$ cat src/source/vaiPkg.sv
`default_nettype none

package vaiPkg;

    // Every bus in the multiplexer uses the same address and data widths.
    parameter int ADDR_WIDTH = 32;
    parameter int DATA_WIDTH = 32;

    // Register select inside one sub-accelerator's block of the configuration space.
    // It is decoded from configuration address bits [3:2].
    typedef enum logic [1:0]
    {
        cfgOffset = 2'd0,
        cfgLimit  = 2'd1,
        cfgEnable = 2'd2
    } cfgReg_e;

    // Configuration address bit where the sub-accelerator index starts.
    parameter int CFG_IDX_LSB = 4;

    // States of the per-port audit stage.
    // A rejected request stays in auditReject for exactly one cycle.
    typedef enum logic [1:0]
    {
        auditIdle    = 2'd0,
        auditForward = 2'd1,
        auditReject  = 2'd2
    } auditState_e;

endpackage

`default_nettype wire

$ cat src/source/vaiBusIf.sv
`timescale 1ns/1ps
`default_nettype none

// Wishbone classic link between two blocks inside the multiplexer.
interface vaiBusIf;

    import vaiPkg::*;

    logic                  cyc;
    logic                  stb;
    logic                  we;
    logic [ADDR_WIDTH-1:0] adr;
    logic [DATA_WIDTH-1:0] datW;
    logic [DATA_WIDTH-1:0] datR;
    logic                  ack;
    logic                  err;

    // The master opens the cycle and owns the request fields.
    modport master
    (
        output cyc, stb, we, adr, datW,
        input  datR, ack, err
    );

    // The slave terminates the cycle with ack or err.
    modport slave
    (
        input  cyc, stb, we, adr, datW,
        output datR, ack, err
    );

endinterface

`default_nettype wire

$ cat src/source/vaiAuditTx.sv
`timescale 1ns/1ps
`default_nettype none

module vaiAuditTx
(
    input  logic                          pClk,
    input  logic                          reset,
    vaiBusIf.slave                        afu,
    vaiBusIf.master                       up,
    input  logic [vaiPkg::ADDR_WIDTH-1:0] offset,
    input  logic [vaiPkg::ADDR_WIDTH-1:0] limit,
    input  logic                          enable
);

    import vaiPkg::*;

    auditState_e           state;
    auditState_e           stateNext;
    logic [ADDR_WIDTH-1:0] adrReg;
    logic [DATA_WIDTH-1:0] datWReg;
    logic                  weReg;
    logic                  newReq;
    logic                  inWindow;
    logic                  upDone;

    assign newReq = afu.cyc & afu.stb;

    // The window is zero based, so the check is a single compare against the limit.
    assign inWindow = enable & (afu.adr < limit);

    assign upDone = up.ack | up.err;

    always_comb
    begin
        stateNext = state;
        case (state)
            auditIdle:
            begin
                if (newReq)
                begin
                    stateNext = inWindow ? auditForward : auditReject;
                end
            end
            auditForward:
            begin
                if (upDone)
                begin
                    stateNext = auditIdle;
                end
            end
            default: stateNext = auditIdle;
        endcase
    end

    always_ff @(posedge pClk)
    begin
        if (reset)
        begin
            state <= auditIdle;
        end
        else
        begin
            state <= stateNext;
        end
    end

    // The request is captured already translated into the upstream address space.
    always_ff @(posedge pClk)
    begin
        if (state == auditIdle && newReq)
        begin
            adrReg  <= afu.adr + offset;
            weReg   <= afu.we;
            datWReg <= afu.datW;
        end
    end

    assign up.cyc  = (state == auditForward);
    assign up.stb  = (state == auditForward);
    assign up.we   = weReg;
    assign up.adr  = adrReg;
    assign up.datW = datWReg;

    // Responses flow straight back; a rejected request is terminated locally.
    assign afu.ack  = (state == auditForward) & up.ack;
    assign afu.err  = (state == auditReject) | ((state == auditForward) & up.err);
    assign afu.datR = up.datR;

endmodule

`default_nettype wire

$ cat src/flat_wrapper.sv
// flat-port wrapper written by rule: the top's interface ports become plain ports
module vaiAuditTx_flat import vaiPkg::*;
  (pClk, reset, offset, limit, enable, afu_cyc, afu_stb, afu_we, afu_adr, afu_datW, afu_datR, afu_ack, afu_err, up_cyc, up_stb, up_we, up_adr, up_datW, up_datR, up_ack, up_err);
  vaiBusIf afu_i ();
  vaiBusIf up_i ();
  input  logic pClk;
  input  logic reset;
  input  logic [vaiPkg::ADDR_WIDTH-1:0] offset;
  input  logic [vaiPkg::ADDR_WIDTH-1:0] limit;
  input  logic enable;
  input wire logic [$bits(afu_i.cyc)-1:0] afu_cyc;
  input wire logic [$bits(afu_i.stb)-1:0] afu_stb;
  input wire logic [$bits(afu_i.we)-1:0] afu_we;
  input wire logic [$bits(afu_i.adr)-1:0] afu_adr;
  input wire logic [$bits(afu_i.datW)-1:0] afu_datW;
  output wire logic [$bits(afu_i.datR)-1:0] afu_datR;
  output wire logic [$bits(afu_i.ack)-1:0] afu_ack;
  output wire logic [$bits(afu_i.err)-1:0] afu_err;
  output wire logic [$bits(up_i.cyc)-1:0] up_cyc;
  output wire logic [$bits(up_i.stb)-1:0] up_stb;
  output wire logic [$bits(up_i.we)-1:0] up_we;
  output wire logic [$bits(up_i.adr)-1:0] up_adr;
  output wire logic [$bits(up_i.datW)-1:0] up_datW;
  input wire logic [$bits(up_i.datR)-1:0] up_datR;
  input wire logic [$bits(up_i.ack)-1:0] up_ack;
  input wire logic [$bits(up_i.err)-1:0] up_err;
  assign afu_i.cyc = afu_cyc;
  assign afu_i.stb = afu_stb;
  assign afu_i.we = afu_we;
  assign afu_i.adr = afu_adr;
  assign afu_i.datW = afu_datW;
  assign afu_datR = afu_i.datR;
  assign afu_ack = afu_i.ack;
  assign afu_err = afu_i.err;
  assign up_cyc = up_i.cyc;
  assign up_stb = up_i.stb;
  assign up_we = up_i.we;
  assign up_adr = up_i.adr;
  assign up_datW = up_i.datW;
  assign up_i.datR = up_datR;
  assign up_i.ack = up_ack;
  assign up_i.err = up_err;
  vaiAuditTx u_core (.pClk(pClk), .reset(reset), .afu(afu_i), .up(up_i), .offset(offset), .limit(limit), .enable(enable));
endmodule
$ cat config.mk
export PLATFORM = sky130hd
export DESIGN_NAME = vaiAuditTx_flat
export DESIGN_NICKNAME = d
export VERILOG_FILES = /design/src/source/vaiPkg.sv /design/src/source/vaiBusIf.sv /design/src/source/vaiAuditTx.sv /design/src/flat_wrapper.sv
export SDC_FILE = /design/constraint.sdc
export NUM_CORES = 1
export LEC_CHECK = 0
export BUFFER_PORTS_ARGS = -buffer_cell sky130_fd_sc_hd__buf_2
export CAP_MARGIN = 20
export CORE_UTILIZATION = 25
export CTS_BUF_LIST = sky130_fd_sc_hd__clkbuf_2 sky130_fd_sc_hd__clkbuf_4 sky130_fd_sc_hd__clkbuf_8
export DETAILED_ROUTE_END_ITERATION = 8
export PLACE_DENSITY_LB_ADDON = 0.12
export SLEW_MARGIN = 30
export SYNTH_ARGS = -nofsm -noshare
export SYNTH_HDL_FRONTEND = slang
export SYNTH_SLANG_ARGS = --single-unit
$ cat constraint.sdc
create_clock -name pClk -period 2.6 [get_ports pClk]
set_input_delay 0.26 -clock pClk [delete_from_list [all_inputs] [get_ports pClk]]
set_output_delay 0.26 -clock pClk [all_outputs]
set_load 0.1 [all_outputs]
==> reports/qor.yml <==
critical_path:
  critPathKind: "input pin to flop"
  cp-end-kind: "flop"
  cp_slowest_cell: "or4_4"
  arrival_ps: 2420
  required_ps: 2700
  critPathMaxFanout: 3
  path_delay_family: "simple AND/OR/NAND/NOR gates"
  r2r_cells: 4
  critPathMostFrequentCell: "or4_4"
  cp_num_cells: 9
  start_kind: "input pin"
  cp_cell_sequence: "buf_2 > ha_1 > nand2_1 > or4_4 > or4_4 > o211ai_2 > a311o_1 > a21oi_1 > xnor2_1"
  max_stage_delay_ps: 550
  critPathBufInv: 1
yosys:
  synth_seq_cells: 67
  ys.flop_type: "edfxtp_1"
  ys_types: 50
  postSynthCellCount: 459
  synth_edf_count: 65
  seq_area_frac_synth: 0.418
  async_flop_share: 0
  syn_area_mm2: 0.00476
  syn_avg_cell_area_um2: 10.4
  syn_nets: 690
  ys_warn_count: 0
timing:
  fin_ws_ps: 280
  period_needed_ps: 2320
  tightest_slew_ps: 573
  max_freq_mhz: 431
  post-route-period-util: 0.892
  rsz0062_at_grt: "no"
  clock_skew_ps: 6.37
  hold_violations: 0
  setup_violations: 0
  drv_slew: 0
  relSlewSlack: 0.617
routing:
  drc: 0
  vias_per_cell: 4.48
  wl_per_cell_um: 14.3
  ant_nets: 0
  wl_um: 13300
  firstDrtPassIters: 4
  drt_iter0_drc: 138
  num_vias: 4157
pwr:
  power_mw: 3.68
  p_per_area_mw_per_mm2: 570
  leakage_nw: 3.13
  vdd_drop_max_mv: 0.246
floorplan:
  die_x_um: 140
  die_h_um: 140
  ios: 269
  coreArea_mm2: 0.0187
  row_count: 50
  initial_utilization: 0.255
  dieArea_mm2: 0.0196
cts:
  post-cts-setup-buffers: 0
  clk_path_buf_depth: 2
  cts_tree: "yes"
  post_cts_resize_count: 0
  clk_latency_ps: 340
  h-tree-depth: 3
  cts_root_buffer: "clkbuf_8"
  cts_hold_buffers: 0
  clkTransAtPathRegs_ps: 80
  numCtsBuffers: 9
  clock-sinks: 67
global_routing:
  grt_first_pass_wirelength_um: 21000
  antenna_found_initial: 0
  gr-usage-all-layers: 0.136
  gr-total-overflow: 0
  grt_start_max_net_pins: 25
  grt_pass1_vias: 4247
place:
  dp_hpwl_um: 11600
  dp_slack_ps: -104
  portBuffers: 204
  finalWeightedCongestion: 0.797
  place_area_mm2: 0.00622
finish:
  fillers: 1923
  fin_area_mm2: 0.00646
  drive_above_1_share: 0.410
  num-nets-final: 919
  synthToLayoutAreaGrowth_pct: 35.5
  final_common_cell: "buf_2"
  layout_common_cells: "buf_2 (204), edfxtp_1 (65), ha_1 (62)"
  multiInputGateArea_mm2: 0.00232
  seq_area_mm2: 0.00199
  num_antenna_cells: 0
  fin_util: 0.345
hold_path:
  hold_path_class: "input pin to flop"
  worstHoldPathCells: 1
job:
  maxCapViolations: 0
status:
  status: "finished, final reports clean"
==> state kept, by name, summed over array words and instances, names as in the netlist <==
signal and cells:
u_core.state 2, u_core.up.datW 32, u_core.up.adr 32, u_core.up.we 1
==> Yosys cell counts, drive strengths merged (2+ instances only) <==
cell type / instances / area, um^2
o21a: 2 / 15.0
a21boi: 2 / 15.0
nor2: 19 / 71.3
edfxtp: 65 / 1950
xor2: 9 / 78.8
a211oi: 3 / 22.5
nand3: 10 / 50.1
nand2: 26 / 97.6
o21ai: 13 / 65.1
buf: 40 / 288
or4: 3 / 30.0
nor2b: 4 / 25.0
and3: 2 / 12.5
a21oi: 43 / 215
o221ai: 2 / 17.5
a21o: 25 / 188
dfxtp: 2 / 40.0
or2: 3 / 18.8
o21bai: 2 / 15.0
o211a: 2 / 20.0
o211ai: 4 / 35.0
nand2b: 2 / 12.5
nor3: 7 / 40.0
o2111ai: 2 / 17.5
xnor2: 20 / 175
ha: 62 / 776
nand4: 14 / 87.6
clkbuf: 2 / 7.51
a31oi: 7 / 43.8
inv: 42 / 158
or3: 2 / 12.5
nor4: 4 / 25.0
and4: 2 / 17.5
==> layout make-up <==
| cell class | instances | share of cell area |
|---|---|---|
| multi-input combinational | 308 | 0.359 |
| timing repair buffer | 260 | 0.225 |
| inverter | 42 | 0.0244 |
| clock buffer | 9 | 0.0192 |
| sequential | 67 | 0.309 |
| clock inverter | 7 | 0.0178 |
| tap | 234 | 0.0453 |
==> where the power goes <==
part	internal, mW	total [mW]	switching (mW)	leakage (nW)
Combinational	0.439	1.35	0.910	2.38
Sequential	1.29	1.30	0.0144	0.623
Clock	0.635	1.03	0.396	0.117
==> path summary, 6_finish.rpt <==
check	slack, ps	startpoint	end
max	280	afu_adr[14]	u_core.up.adr[30]$_DFFE_PP_
min	90	afu_datW[18]	u_core.up.datW[18]$_DFFE_PP_
max reg2reg	960	u_core.state[1]$_SDFFE_PP0P_	u_core.up.datW[16]$_DFFE_PP_
min reg2reg	620	u_core.state[1]$_SDFFE_PP0P_	u_core.state[0]$_SDFFE_PP0P_
==> cell families (layout without fill, tap and decap cells) <==
| logic type | count (synthesis) | in the layout | share of synthesized area |
|---|---|---|---|
| flops | 67 | 67 | 0.418 |
| simple gates | 102 | 102 | 0.112 |
| buf+inv | 84 | 318 | 0.0951 |
| xor+xnor | 29 | 29 | 0.0533 |
| fa+ha+maj | 63 | 63 | 0.167 |
| compound gates | 113 | 113 | 0.152 |
| mux | 1 | 1 | 0.00210 |
==> through the flow <==
step                      instances  setup TNS [ps]  hold WS, ps
after floorplan                 459               0          329
after global placement          911            -259          435
after detailed placement        911            -455          438
after CTS                       927               0         57.3
after global routing            927               0         49.5
final                           927               0         86.7
==> routing by layer <==
metal	global-route usage	wire [um]	part of all wire
met5	0	0	0
met4	0.0590	374	0.028
met3	0.0243	612	0.046
met2	0.235	6350	0.48
met1	0.166	5940	0.45
Power figures use the tool's default switching activity.
